File: src/sequencer_consts.svh
// data width, opcode fields and values, trap vector numbers
`ifndef SEQUENCER_CONSTS_SVH
`define SEQUENCER_CONSTS_SVH

`define DATA_W          16

// instruction word field positions
`define OPC_BYTE_BIT    15
`define DOP_HI          14
`define DOP_LO          12
`define SOP_HI          15
`define SOP_LO          6
`define SRC_MODE_HI     11
`define SRC_MODE_LO     9
`define DST_MODE_HI     5
`define DST_MODE_LO     3

// whole-word opcodes
`define OPC_HALT        16'o000000
`define OPC_BPT         16'o000003
`define OPC_IOT         16'o000004
`define OPC_RESET       16'o000005
`define OPC_NOP         16'o000240

// single-operand, bits 15:6
`define OPC_CLR         10'o0050
`define OPC_COM         10'o0051
`define OPC_INC         10'o0052
`define OPC_DEC         10'o0053
`define OPC_NEG         10'o0054
`define OPC_TST         10'o0057

// double-operand, bits 14:12
`define OPC_MOV         3'o1
`define OPC_CMP         3'o2
`define OPC_BIT         3'o3
`define OPC_BIC         3'o4
`define OPC_BIS         3'o5
`define OPC_ADD         3'o6

// trap vectors
`define VEC_RSVD        16'o000004
`define VEC_BUSERR      16'o000004
`define VEC_HALT        16'o000004
`define VEC_BPT         16'o000014
`define VEC_IOT         16'o000020

`endif

File: src/sequencer_pkg.sv
// sequencer types: states, instructions, alu ops, bus and datapath selects, trap causes
package sequencer_pkg;

    typedef enum logic [3:0] {
        S_FETCH,
        S_DECODE,
        S_SRC_OP,
        S_SRC_RD,
        S_DST_OP,
        S_DST_RD,
        S_EXEC,
        S_WB_REG,
        S_WB_MEM,
        S_TRAP,
        S_IRQ_RD,
        S_VEC_RD1,
        S_VEC_RD2,
        S_PUSH1,
        S_PUSH2
    } seq_state_e;

    typedef enum logic [4:0] {
        I_RSVD, I_HALT, I_BPT, I_IOT, I_RESET, I_NOP,
        I_CLR, I_COM, I_INC, I_DEC, I_NEG, I_TST,
        I_MOV, I_CMP, I_BIT, I_BIC, I_BIS, I_ADD
    } instr_e;

    typedef enum logic [3:0] {
        ALU_NONE, ALU_CLR, ALU_COM, ALU_INC, ALU_DEC, ALU_NEG, ALU_TST,
        ALU_MOV, ALU_CMP, ALU_BIT, ALU_BIC, ALU_BIS, ALU_ADD
    } alu_op_e;

    // bus address source
    typedef enum logic [2:0] {
        ADR_PC, ADR_SRC, ADR_DST, ADR_ADR, ADR_SP, ADR_VEC
    } adr_src_e;

    // operand latch command
    typedef enum logic [2:0] {
        OPL_NONE, OPL_REG_SRC, OPL_REG_DST, OPL_BUS_SRC, OPL_BUS_DST
    } opnd_load_e;

    // bus write data
    typedef enum logic [1:0] {
        DBO_RESULT, DBO_PSW, DBO_PC
    } dbo_sel_e;

    typedef enum logic [2:0] {
        TC_NONE, TC_RSVD, TC_BUSERR, TC_BPT, TC_IOT, TC_IRQ
    } trap_cause_e;

endpackage

File: src/instr_decoder.sv
// instruction register and classification of the fetched word
`timescale 1ns/1ps
`include "sequencer_consts.svh"

module instr_decoder import sequencer_pkg::*; (
    input  logic                clk,
    input  logic                reset_n,
    input  logic                ir_load_i,
    input  logic [`DATA_W-1:0]  data_i,
    output instr_e              instr_o,
    output logic                src_mode_o,
    output logic                dst_mode_o
);

    logic [`DATA_W-1:0] ir;
    logic [2:0]         src_field;
    logic [2:0]         dst_field;
    logic               src_ok;
    logic               dst_ok;

    // cleared to HALT so a stray decode traps
    always_ff @(posedge clk or negedge reset_n) begin
        if (!reset_n) begin
            ir <= `OPC_HALT;
        end else if (ir_load_i) begin
            ir <= data_i;
        end
    end

    assign src_field = ir[`SRC_MODE_HI:`SRC_MODE_LO];
    assign dst_field = ir[`DST_MODE_HI:`DST_MODE_LO];

    // only modes 0 and 1 are kept
    assign src_ok = (src_field[2:1] == 2'b00);
    assign dst_ok = (dst_field[2:1] == 2'b00);

    assign src_mode_o = src_field[0];
    assign dst_mode_o = dst_field[0];

    always_comb begin
        instr_o = I_RSVD;
        if (ir == `OPC_HALT) begin
            instr_o = I_HALT;
        end else if (ir == `OPC_BPT) begin
            instr_o = I_BPT;
        end else if (ir == `OPC_IOT) begin
            instr_o = I_IOT;
        end else if (ir == `OPC_RESET) begin
            instr_o = I_RESET;
        end else if (ir == `OPC_NOP) begin
            instr_o = I_NOP;
        end else if (!ir[`OPC_BYTE_BIT] && ir[`DOP_HI:`DOP_LO] != 3'o0) begin
            // double operand, word form only
            if (src_ok && dst_ok) begin
                case (ir[`DOP_HI:`DOP_LO])
                    `OPC_MOV: instr_o = I_MOV;
                    `OPC_CMP: instr_o = I_CMP;
                    `OPC_BIT: instr_o = I_BIT;
                    `OPC_BIC: instr_o = I_BIC;
                    `OPC_BIS: instr_o = I_BIS;
                    `OPC_ADD: instr_o = I_ADD;
                    default:  instr_o = I_RSVD;
                endcase
            end
        end else if (dst_ok) begin
            case (ir[`SOP_HI:`SOP_LO])
                `OPC_CLR: instr_o = I_CLR;
                `OPC_COM: instr_o = I_COM;
                `OPC_INC: instr_o = I_INC;
                `OPC_DEC: instr_o = I_DEC;
                `OPC_NEG: instr_o = I_NEG;
                `OPC_TST: instr_o = I_TST;
                default:  instr_o = I_RSVD;
            endcase
        end
    end

endmodule

File: src/exec_table.sv
// execute table: alu operation, condition-code update and write-back per instruction
`timescale 1ns/1ps

module exec_table import sequencer_pkg::*; (
    input  instr_e   instr_i,
    input  logic     dst_mode_i,
    output alu_op_e  alu_op_o,
    output logic     cc_update_o,
    output logic     writes_dst_o,
    output logic     wb_memory_o
);

    always_comb begin
        alu_op_o = ALU_NONE;
        case (instr_i)
            I_CLR:   alu_op_o = ALU_CLR;
            I_COM:   alu_op_o = ALU_COM;
            I_INC:   alu_op_o = ALU_INC;
            I_DEC:   alu_op_o = ALU_DEC;
            I_NEG:   alu_op_o = ALU_NEG;
            I_TST:   alu_op_o = ALU_TST;
            I_MOV:   alu_op_o = ALU_MOV;
            I_CMP:   alu_op_o = ALU_CMP;
            I_BIT:   alu_op_o = ALU_BIT;
            I_BIC:   alu_op_o = ALU_BIC;
            I_BIS:   alu_op_o = ALU_BIS;
            I_ADD:   alu_op_o = ALU_ADD;
            default: alu_op_o = ALU_NONE;
        endcase
    end

    // every alu instruction sets the flags
    assign cc_update_o = (alu_op_o != ALU_NONE);

    // compare-type ops only look at the result
    always_comb begin
        case (alu_op_o)
            ALU_NONE,
            ALU_TST,
            ALU_CMP,
            ALU_BIT: writes_dst_o = 1'b0;
            default: writes_dst_o = 1'b1;
        endcase
    end

    // deferred destination writes back through ADR
    assign wb_memory_o = writes_dst_o & dst_mode_i;

endmodule

File: src/control_fsm.sv
// sequencer FSM: fetch, operand fetch, execute, write-back and trap sequence
`timescale 1ns/1ps

module control_fsm import sequencer_pkg::*; (
    input  logic         clk,
    input  logic         reset_n,
    input  logic         ready_i,
    input  logic         ierror_i,
    input  logic         irq_i,
    input  instr_e       instr_i,
    input  logic         src_mode_i,
    input  logic         dst_mode_i,
    input  alu_op_e      alu_op_i,
    input  logic         cc_update_i,
    input  logic         writes_dst_i,
    input  logic         wb_memory_i,
    output logic         ir_load_o,
    output logic         dati_o,
    output logic         dato_o,
    output logic         ifetch_o,
    output logic         iako_o,
    output logic         initq_o,
    output adr_src_e     bus_adr_sel_o,
    output opnd_load_e   opnd_load_o,
    output alu_op_e      alu_op_o,
    output logic         alu_cc_o,
    output logic         reg_write_o,
    output logic         pc_inc_o,
    output logic         sp_dec_o,
    output dbo_sel_e     dbo_sel_o,
    output trap_cause_e  trap_cause_o
);

    seq_state_e   state;
    seq_state_e   next_state;
    trap_cause_e  cause_r;
    trap_cause_e  cause_next;
    logic         bus_done;
    logic         irq_check;

    // error takes priority over ready
    assign bus_done = ready_i & ~ierror_i;

    // ========================================================================
    // state and trap cause registers
    // ========================================================================
    always_ff @(posedge clk or negedge reset_n) begin
        if (!reset_n) begin
            state   <= S_FETCH;
            cause_r <= TC_NONE;
        end else begin
            state   <= next_state;
            cause_r <= cause_next;
        end
    end

    // ========================================================================
    // next state and commands
    // ========================================================================
    always_comb begin
        next_state    = state;
        cause_next    = cause_r;
        irq_check     = 1'b0;
        ir_load_o     = 1'b0;
        dati_o        = 1'b0;
        dato_o        = 1'b0;
        ifetch_o      = 1'b0;
        iako_o        = 1'b0;
        initq_o       = 1'b0;
        bus_adr_sel_o = ADR_PC;
        opnd_load_o   = OPL_NONE;
        alu_op_o      = ALU_NONE;
        alu_cc_o      = 1'b0;
        reg_write_o   = 1'b0;
        pc_inc_o      = 1'b0;
        sp_dec_o      = 1'b0;
        dbo_sel_o     = DBO_RESULT;
        trap_cause_o  = TC_NONE;

        case (state)
            S_FETCH: begin
                dati_o   = 1'b1;
                ifetch_o = 1'b1;
                if (bus_done) begin
                    ir_load_o  = 1'b1;
                    pc_inc_o   = 1'b1;
                    next_state = S_DECODE;
                end
            end
            S_DECODE: begin
                case (instr_i)
                    I_RSVD, I_HALT: begin
                        cause_next = TC_RSVD;
                        next_state = S_TRAP;
                    end
                    I_BPT: begin
                        cause_next = TC_BPT;
                        next_state = S_TRAP;
                    end
                    I_IOT: begin
                        cause_next = TC_IOT;
                        next_state = S_TRAP;
                    end
                    I_RESET: begin
                        initq_o   = 1'b1;
                        irq_check = 1'b1;
                    end
                    I_NOP:   irq_check  = 1'b1;
                    I_CLR, I_COM, I_INC, I_DEC, I_NEG, I_TST: next_state = S_DST_OP;
                    default: next_state = S_SRC_OP;
                endcase
            end
            S_SRC_OP: begin
                opnd_load_o = OPL_REG_SRC;
                next_state  = src_mode_i ? S_SRC_RD : S_DST_OP;
            end
            S_SRC_RD: begin
                dati_o        = 1'b1;
                bus_adr_sel_o = ADR_SRC;
                if (bus_done) begin
                    opnd_load_o = OPL_BUS_SRC;
                    next_state  = S_DST_OP;
                end
            end
            S_DST_OP: begin
                opnd_load_o = OPL_REG_DST;
                next_state  = dst_mode_i ? S_DST_RD : S_EXEC;
            end
            S_DST_RD: begin
                dati_o        = 1'b1;
                bus_adr_sel_o = ADR_DST;
                if (bus_done) begin
                    opnd_load_o = OPL_BUS_DST;
                    next_state  = S_EXEC;
                end
            end
            S_EXEC: begin
                alu_op_o = alu_op_i;
                alu_cc_o = cc_update_i;
                if (!writes_dst_i) begin
                    irq_check = 1'b1;
                end else begin
                    next_state = wb_memory_i ? S_WB_MEM : S_WB_REG;
                end
            end
            S_WB_REG: begin
                reg_write_o = 1'b1;
                irq_check   = 1'b1;
            end
            S_WB_MEM: begin
                dato_o        = 1'b1;
                bus_adr_sel_o = ADR_ADR;
                irq_check     = bus_done;
            end
            S_TRAP: begin
                trap_cause_o = cause_r;
                next_state   = (cause_r == TC_IRQ) ? S_IRQ_RD : S_VEC_RD1;
            end
            S_IRQ_RD: begin
                // device supplies the vector
                trap_cause_o  = cause_r;
                dati_o        = 1'b1;
                iako_o        = 1'b1;
                bus_adr_sel_o = ADR_VEC;
                if (bus_done) next_state = S_VEC_RD1;
            end
            S_VEC_RD1: begin
                trap_cause_o  = cause_r;
                dati_o        = 1'b1;
                bus_adr_sel_o = ADR_VEC;
                if (bus_done) next_state = S_VEC_RD2;
            end
            S_VEC_RD2: begin
                trap_cause_o  = cause_r;
                dati_o        = 1'b1;
                bus_adr_sel_o = ADR_VEC;
                if (bus_done) begin
                    sp_dec_o   = 1'b1;
                    next_state = S_PUSH1;
                end
            end
            S_PUSH1: begin
                trap_cause_o  = cause_r;
                dato_o        = 1'b1;
                bus_adr_sel_o = ADR_SP;
                dbo_sel_o     = DBO_PSW;
                if (bus_done) begin
                    sp_dec_o   = 1'b1;
                    next_state = S_PUSH2;
                end
            end
            S_PUSH2: begin
                trap_cause_o  = cause_r;
                dato_o        = 1'b1;
                bus_adr_sel_o = ADR_SP;
                dbo_sel_o     = DBO_PC;
                if (bus_done) next_state = S_FETCH;
            end
            default: next_state = S_FETCH;
        endcase

        // interrupt check between instructions
        if (irq_check) begin
            if (irq_i) begin
                cause_next = TC_IRQ;
                next_state = S_TRAP;
            end else begin
                next_state = S_FETCH;
            end
        end

        // any bus cycle may end in a bus error
        if ((dati_o || dato_o) && ierror_i) begin
            cause_next = TC_BUSERR;
            next_state = S_TRAP;
        end
    end

endmodule

File: src/control_top.sv
// top level: decoder, execute table and sequencer FSM
`timescale 1ns/1ps
`include "sequencer_consts.svh"

module control_top import sequencer_pkg::*; (
    input  logic                clk,
    input  logic                reset_n,
    input  logic                ready_i,
    input  logic                ierror_i,
    input  logic                irq_i,
    input  logic [`DATA_W-1:0]  data_i,
    output logic                dati_o,
    output logic                dato_o,
    output logic                ifetch_o,
    output logic                iako_o,
    output logic                initq_o,
    output adr_src_e            bus_adr_sel_o,
    output opnd_load_e          opnd_load_o,
    output alu_op_e             alu_op_o,
    output logic                alu_cc_o,
    output logic                reg_write_o,
    output logic                pc_inc_o,
    output logic                sp_dec_o,
    output dbo_sel_e            dbo_sel_o,
    output trap_cause_e         trap_cause_o
);

    logic     ir_load;
    instr_e   instr;
    logic     src_mode;
    logic     dst_mode;
    alu_op_e  alu_op;
    logic     cc_update;
    logic     writes_dst;
    logic     wb_memory;

    instr_decoder decoder_i (
        .clk        (clk),
        .reset_n    (reset_n),
        .ir_load_i  (ir_load),
        .data_i     (data_i),
        .instr_o    (instr),
        .src_mode_o (src_mode),
        .dst_mode_o (dst_mode)
    );

    exec_table table_i (
        .instr_i      (instr),
        .dst_mode_i   (dst_mode),
        .alu_op_o     (alu_op),
        .cc_update_o  (cc_update),
        .writes_dst_o (writes_dst),
        .wb_memory_o  (wb_memory)
    );

    control_fsm fsm_i (
        .clk           (clk),
        .reset_n       (reset_n),
        .ready_i       (ready_i),
        .ierror_i      (ierror_i),
        .irq_i         (irq_i),
        .instr_i       (instr),
        .src_mode_i    (src_mode),
        .dst_mode_i    (dst_mode),
        .alu_op_i      (alu_op),
        .cc_update_i   (cc_update),
        .writes_dst_i  (writes_dst),
        .wb_memory_i   (wb_memory),
        .ir_load_o     (ir_load),
        .dati_o        (dati_o),
        .dato_o        (dato_o),
        .ifetch_o      (ifetch_o),
        .iako_o        (iako_o),
        .initq_o       (initq_o),
        .bus_adr_sel_o (bus_adr_sel_o),
        .opnd_load_o   (opnd_load_o),
        .alu_op_o      (alu_op_o),
        .alu_cc_o      (alu_cc_o),
        .reg_write_o   (reg_write_o),
        .pc_inc_o      (pc_inc_o),
        .sp_dec_o      (sp_dec_o),
        .dbo_sel_o     (dbo_sel_o),
        .trap_cause_o  (trap_cause_o)
    );

endmodule

File: config.mk
export PLATFORM = sky130hd
export DESIGN_NAME = control_top
export DESIGN_NICKNAME = d
export VERILOG_FILES = /design/src/sequencer_pkg.sv /design/src/instr_decoder.sv /design/src/exec_table.sv /design/src/control_fsm.sv /design/src/control_top.sv
export VERILOG_INCLUDE_DIRS = /design/src
export SDC_FILE = /design/constraint.sdc
export NUM_CORES = 1
export LEC_CHECK = 0
export BUFFER_PORTS_ARGS = -buffer_cell sky130_fd_sc_hd__buf_2
export CORE_UTILIZATION = 50
export DETAILED_ROUTE_END_ITERATION = 8
export PLACE_DENSITY = 0.77
export SLEW_MARGIN = 20
export SYNTH_ARGS = -nofsm -noshare
export SYNTH_HDL_FRONTEND = slang
export SYNTH_SLANG_ARGS = --single-unit
File: constraint.sdc
create_clock -name clk -period 3.2 [get_ports clk]
set_input_delay 0.64 -clock clk [delete_from_list [all_inputs] [get_ports clk]]
set_output_delay 0.64 -clock clk [all_outputs]
set_load 0.01 [all_outputs]
==> impl_metrics.yaml, run 1 <==
cts:
  cts.sinks: 23
  root_buffer: "clkbuf_8"
  cts_max_level: 1
  worstSkewPairLatency_ns: 0.28
  numCtsBuffers: 3
  clkTransAtPathRegs_ns: 0.09
  tritoncts: "yes"
  cts_max_path_buffers: 2
sta:
  setup_viol: 13
  setup_tns_ns: -3.05
  finalCritPeriodShare: 1.27
  holdWs_ns: 0.331
  slew_headroom: 0.642
  rsz0062_at_grt: "true"
  fin_skew_ns: 0.00634
  worst_pin_slew_ns: 0.536
  fin_ws_ns: -0.862
  finalMaxSlewViolations: 0
  period_minus_slack_ns: 4.06
  max_clock_freq_mhz: 246
  finalHoldViolations: 0
grt:
  use_met1: 0.360
  grt_use_met3: 0.0417
  grtUsageMet2: 0.551
  grt.busiest_layer: "met2"
  antenna_found_initial: 0
  grt_max_degree: 24
  grt_pass1_vias: 2371
  overflow: 0
  grt_usage: 0.310
  grt_pass1_wl_microns: 10700
placed_design:
  gp_congestion: 0.974
  dp_hpwl_microns: 4830
  place_ws_ns: -0.311
  port_buffers: 44
synthesis:
  seq_area_frac_synth: 0.264
  synth-edff-count: 0
  synth.ff_latch_count: 23
  synth.avg_cell_area_sq_um: 7.10
  synth_top_area_share: 0.264
  synth_ff_type: "dfrtp_1"
  synth_area_sq_um: 2180
  ys_top_cells_by_area: "dfrtp_1 26%, nand2_1 11%, nor2_1 5.9%, a21oi_1 3.9%, o21ai_0 3.0%"
  async_flop_share: 1.00
  synth_cell_types: 60
  yosysMostFrequentCell: "nand2_1"
  synth_common_cells: "64 x nand2_1, 34 x nor2_1, 23 x dfrtp_1"
  synth_area_leader_cell: "dfrtp_1"
  ys_warn_count: 0
  syn_nets: 333
  syn_inst: 307
route:
  drc: 0
  dr.pass1.iters: 5
  viasPerCell: 6.40
  wl_per_cell_microns: 18.8
  wl_microns: 8440
  drt_iter0_drc: 281
  vias: 2866
  drtAntennaViolNets: 0
floorplanning:
  dieArea_sq_um: 4620
  die_h_microns: 68.0
  core_area_sq_um: 4090
  die_w_microns: 68.0
  rows: 23
  ios: 45
  initial_core_util: 0.533
power_and_ir_drop:
  finalPower_mw: 3.12
  p_clk_frac: 0.063
  internal-power_mw: 1.57
  p_switching_mw: 1.54
  p_leak_nw: 1.51
  p_per_area_nw_per_um2: 967
  netSwitchingFraction: 0.496
  combinationalPowerShare: 0.761
  vdd_drop_max_mv: 0.531
  seqPwrFrac: 0.176
worst_setup_path:
  crit_required_ns: 2.56
  r2r_start: "decoder_i.ir[12]$_DFFE_PN0P_"
  cpMaxStageDelayCell: "or4_4"
  r2r_cells: 17
  r2r_slack_ns: -0.18
  critPathLaunchType: "flop"
  cp-end-kind: "output pin"
  r2r-end: "fsm_i.state[3]$_DFFE_PN0P_"
  path_cells: "or4_4, nor4_4, a221oi_4, ha_4, inv_1, o21ai_1, o32a_1, o21ai_1, nor2_1, or4_4, buf_6"
  cp_data_arrival_time_ns: 3.42
  cp_max_fo: 3
  critPathMaxStageDelay_ns: 0.55
  path_class: "reg -> out"
status:
  status: "finished with violations"
  violations: "setup timing"
layout:
  area_growth_pct: 48.0
  post-route-util: 0.789
  antenna_cells: 0
  nets: 425
  drive_gt1_frac: 0.425
run:
  maxCapViolCount: 0
min_path:
  worstHoldPathType: "in -> async"
per-layer routing:
metal	up-vias	wire length, microns	share of wire
li1	1275	-	-
met1	1325	3120	0.37
met2	213	4170	0.49
met3	53	681	0.081
met4	0	469	0.056
met5	-	0	0
placed cells by master, fill, tap and decap left out, drive strengths merged, types with 2 or more instances in the layout:
cell type	instances
o22ai	2
nand2b	5
or2	5
a32o	2
a21o	4
o211ai	5
nand3b	3
o32ai	2
nor3	9
a21boi	3
a211oi	2
nor2b	4
o21a	3
xnor2	4
o211a	2
o21bai	3
a311oi	2
and2	4
clkbuf	3
o31ai	4
and3	4
a31o	2
buf	105
a221oi	3
nand2	64
a21oi	17
inv	13
nor2	35
o21ai	20
or4	5
nor4	6
dfrtp	23
a31oi	5
ha	5
nand3	7
sequential cells by signal (all words and copies together) (netlist names):
name	cells
fsm_i.cause_r	3
fsm_i.state	4
decoder_i.ir	16
power by group through the flow:
stage          combinational (mW)  sequential (mW)  clock, mW
3_3_place_gp                 1.73            0.537          0
2_1_floorplan                1.16            0.518          0
4_1_cts                      1.91            0.537      0.193
3_5_place_dp                 1.78            0.543          0
5_1_grt                      2.51            0.568      0.207
6_report                     2.37            0.549      0.196
kinds of logic after synthesis:
group | count (synthesis) | synth area share
AND/OR/NAND/NOR | 155 | 0.342
AO/OA/AOI/OAI | 85 | 0.276
buffers and inverters | 32 | 0.0597
flip-flops | 23 | 0.264
adder cells (fa/ha/maj) | 6 | 0.0333
XOR/XNOR | 5 | 0.0201
multiplexers | 1 | 0.00460
critical path, delay by kind of cell (launching register included):
family	cells	cell delay, ns
buffers and inverters	2	0.22
adders and majority gates	1	0.19
and+or+nand+nor	4	1.55
DFF	1	0.41
AOI/OAI and AO/OA	4	0.78
metrics by stage:
step | area [sq um] | cells
2_1_floorplan | 2190 | 307
3_3_place_gp | 2760 | 431
3_5_place_dp | 2760 | 431
4_1_cts | 2920 | 444
5_1_grt | 3220 | 448
6_report | 3220 | 448
timing repair:
| item | 4_1_cts | 5_1_grt |
|---|---|---|
| hold buffers | 0 | 0 |
| buffers inserted | 9 | 8 |
| gates resized for setup | 10 | 59 |
| pin swaps | 2 | 18 |
| endpoints found under the setup margin | 6 | 13 |
| hold endpoints to repair | 0 | 0 |
layout make-up:
type / instances / area (sq um)
inverters: 14 / 55.1
clock buffers: 3 / 41.3
well taps: 50 / 62.6
multi-input cells: 252 / 1760
flip-flops and latches: 23 / 577
fillers: 274 / 863
clock inverters: 1 / 7.51
repair buffers: 105 / 724
how the worst max path moves through the flow:
stage / cells past startpoint / start / endpoint / slack [ns]
2_1_floorplan: 11 / decoder_i.ir[13]$_DFFE_PN0P_ / alu_cc_o / -0.26
3_3_place_gp: 10 / decoder_i.ir[11]$_DFFE_PN0P_ / alu_cc_o / -0.19
3_5_place_dp: 10 / decoder_i.ir[11]$_DFFE_PN0P_ / alu_cc_o / -0.31
4_1_cts: 11 / decoder_i.ir[13]$_DFFE_PN0P_ / alu_cc_o / -0.52
5_1_grt: 11 / decoder_i.ir[13]$_DFFE_PN0P_ / alu_cc_o / -0.91
6_report: 11 / decoder_i.ir[12]$_DFFE_PN0P_ / alu_cc_o / -0.86
Power figures use the tool's default switching activity.
==> run 2: changes to the inputs <==
--- a/config.mk
+++ b/config.mk
@@ -7,6 +7,7 @@
 export NUM_CORES = 1
 export LEC_CHECK = 0
 export BUFFER_PORTS_ARGS = -buffer_cell sky130_fd_sc_hd__buf_2
+export CORE_ASPECT_RATIO = 2
 export CORE_UTILIZATION = 50
 export DETAILED_ROUTE_END_ITERATION = 8
 export PLACE_DENSITY = 0.77
==> run 2 against run 1 <==
Against the previous run:
- the flow still finishes with violations (setup timing)
- non-clock buffer count grew 1
- fmax grew 6.2%
- global-route usage grew 3.5 points
- largest power group unchanged
- register-to-register slack gained 0.12 ns
- combinational power shrank 4%
- critical path depth grew 2
==> impl_metrics.yaml, run 2 (synthesis results as in run 1) <==
status:
  status: "finished with violations"
  violations: "setup timing"
floorplanning:
  initial_core_util: 0.528
  die_h_microns: 95.3
  ios: 45
  dieArea_sq_um: 4640
  die_w_microns: 48.7
  rows: 33
  core_area_sq_um: 4130
layout:
  drive_gt1_frac: 0.419
  fill_cells: 302
  largest_reg_flops: 16
  area_growth_pct: 46.0
  fin_area_sq_um: 3180
  antenna_cells: 0
  top_regs: "decoder_i.ir: 16 flops, fsm_i.state: 4 flops, fsm_i.cause_r: 3 flops"
  layout_common_cells: "63 x nand2_1, 52 x buf_4, 43 x buf_2"
  layout_commonest_cell: "nand2_1"
  top_register: "decoder_i.ir"
  nets: 426
sta:
  holdWs_ns: 0.336
  finalHoldViolations: 0
  fin_ws_ns: -0.623
  period_minus_slack_ns: 3.82
  finalCritPeriodShare: 1.19
  slew_headroom: 0.643
  fin_skew_ns: 0.00384
  setup_viol: 9
  setup_tns_ns: -1.98
  finalMaxSlewViolations: 0
  worst_pin_slew_ns: 0.536
  rsz0062_at_grt: "true"
  max_clock_freq_mhz: 262
power_and_ir_drop:
  combinationalPowerShare: 0.753
  netSwitchingFraction: 0.490
  p_switching_mw: 1.48
  p_clk_frac: 0.064
  vdd_drop_max_mv: 0.646
  p_leak_nw: 1.51
  internal-power_mw: 1.54
  p_per_area_nw_per_um2: 952
  seqPwrFrac: 0.183
  finalPower_mw: 3.03
route:
  vias: 2734
  drtAntennaViolNets: 0
  drc: 0
  drt_iter0_drc: 145
  wl_per_cell_microns: 17.5
  dr.pass1.iters: 4
  wl_microns: 7890
  viasPerCell: 6.06
grt:
  grt_max_degree: 24
  grt_pass1_vias: 2730
  grt_pass1_wl_microns: 12100
  antenna_found_initial: 0
  grt_usage: 0.345
  overflow: 0
cts:
  postCtsHoldBufs: 0
  numCtsBuffers: 3
  cts_max_path_buffers: 2
  tritoncts: "yes"
  clkTransAtPathRegs_ns: 0.09
  cts.sinks: 23
  root_buffer: "clkbuf_8"
  worstSkewPairLatency_ns: 0.27
  cts_max_level: 1
worst_setup_path:
  critPathLaunchType: "flop"
  cp_data_arrival_time_ns: 3.18
  crit_required_ns: 2.56
  cp-end-kind: "output pin"
  cp_max_fo: 3
  path_class: "reg -> out"
placed_design:
  gp_congestion: 0.966
  port_buffers: 44
  dpl-instance-area_sq_um: 2760
  dp_hpwl_microns: 5560
run:
  maxCapViolCount: 0
min_path:
  worstHoldPathType: "in -> async"
[run 2: changes by cell type in the layout (fill, tap and decap cells not counted), sizes merged]
cell  previous run  this run
buf            105       106
[run 2: per-stage QoR]
stage	cells	util	setup WS (ns)
finish	451	0.770	-0.623
global route	451	0.770	-0.714
CTS	443	0.722	-0.553
detailed placement	433	0.668	-0.275
global placement	433	0.668	-0.243
floorplan	307	-	-0.256
[run 2: layout make-up]
| type | count | area (sq um) | share of cell area |
|---|---|---|---|
| clock inverters | 1 | 7.51 | 0.00236 |
| well taps | 52 | 65.1 | 0.0205 |
| multi-input cells | 252 | 1710 | 0.537 |
| repair buffers | 106 | 729 | 0.229 |
| flip-flops and latches | 23 | 577 | 0.181 |
| inverters | 14 | 52.6 | 0.0165 |
| clock buffers | 3 | 41.3 | 0.0130 |
[run 2: path summary, 6_finish.rpt]
check,startpoint,slack (ns),cells after the start,to
setup / recovery,decoder_i.ir[13]$_DFFE_PN0P_,-0.62,13,alu_cc_o
hold / removal,reset_n,0.34,1,decoder_i.ir[10]$_DFFE_PN0P_
setup reg to reg,decoder_i.ir[13]$_DFFE_PN0P_,-0.06,15,fsm_i.cause_r[1]$_DFF_PN0_
hold reg to reg,decoder_i.ir[1]$_DFFE_PN0P_,0.55,2,decoder_i.ir[1]$_DFFE_PN0P_
max in group asynchronous,reset_n,2.48,1,decoder_i.ir[14]$_DFFE_PN0P_
min in group clk,decoder_i.ir[1]$_DFFE_PN0P_,0.55,2,decoder_i.ir[1]$_DFFE_PN0P_
[run 2: power by group through the flow]
stage                     Combinational [mW]  Clock, mW  Sequential, mW
after floorplan                         1.16          0           0.518
after global placement                  1.76          0           0.545
after detailed placement                1.81          0           0.554
after CTS                               1.97      0.196           0.548
after global routing                    2.45      0.209           0.571
final                                   2.28      0.195           0.553
[run 2: layer usage]
layer	routed length, microns	vias up	track usage
li1	-	1277	-
met1	2480	1264	0.281
met2	4300	137	0.675
met3	443	56	0.0654
met4	669	0	0.304
met5	0	-	0
[run 2: repair_timing]
action / CTS / global route
setup buffers: 6 / 8
gates cloned: 0 / 0
resized for setup: 31 / 32
endpoints found under the setup margin: 7 / 13
pin swaps: 7 / 11
[run 2: worst max-delay path, cell delays in order, from the launching register on]
cell,delay [ns]
dfrtp_1,0.39
or4_4,0.56
nor4_4,0.19
buf_4,0.16
a221oi_2,0.07
buf_4,0.17
buf_4,0.15
ha_4,0.16
inv_2,0.07
nor2_4,0.04
a311oi_2,0.24
nor2_2,0.07
or4_4,0.51
buf_6,0.13
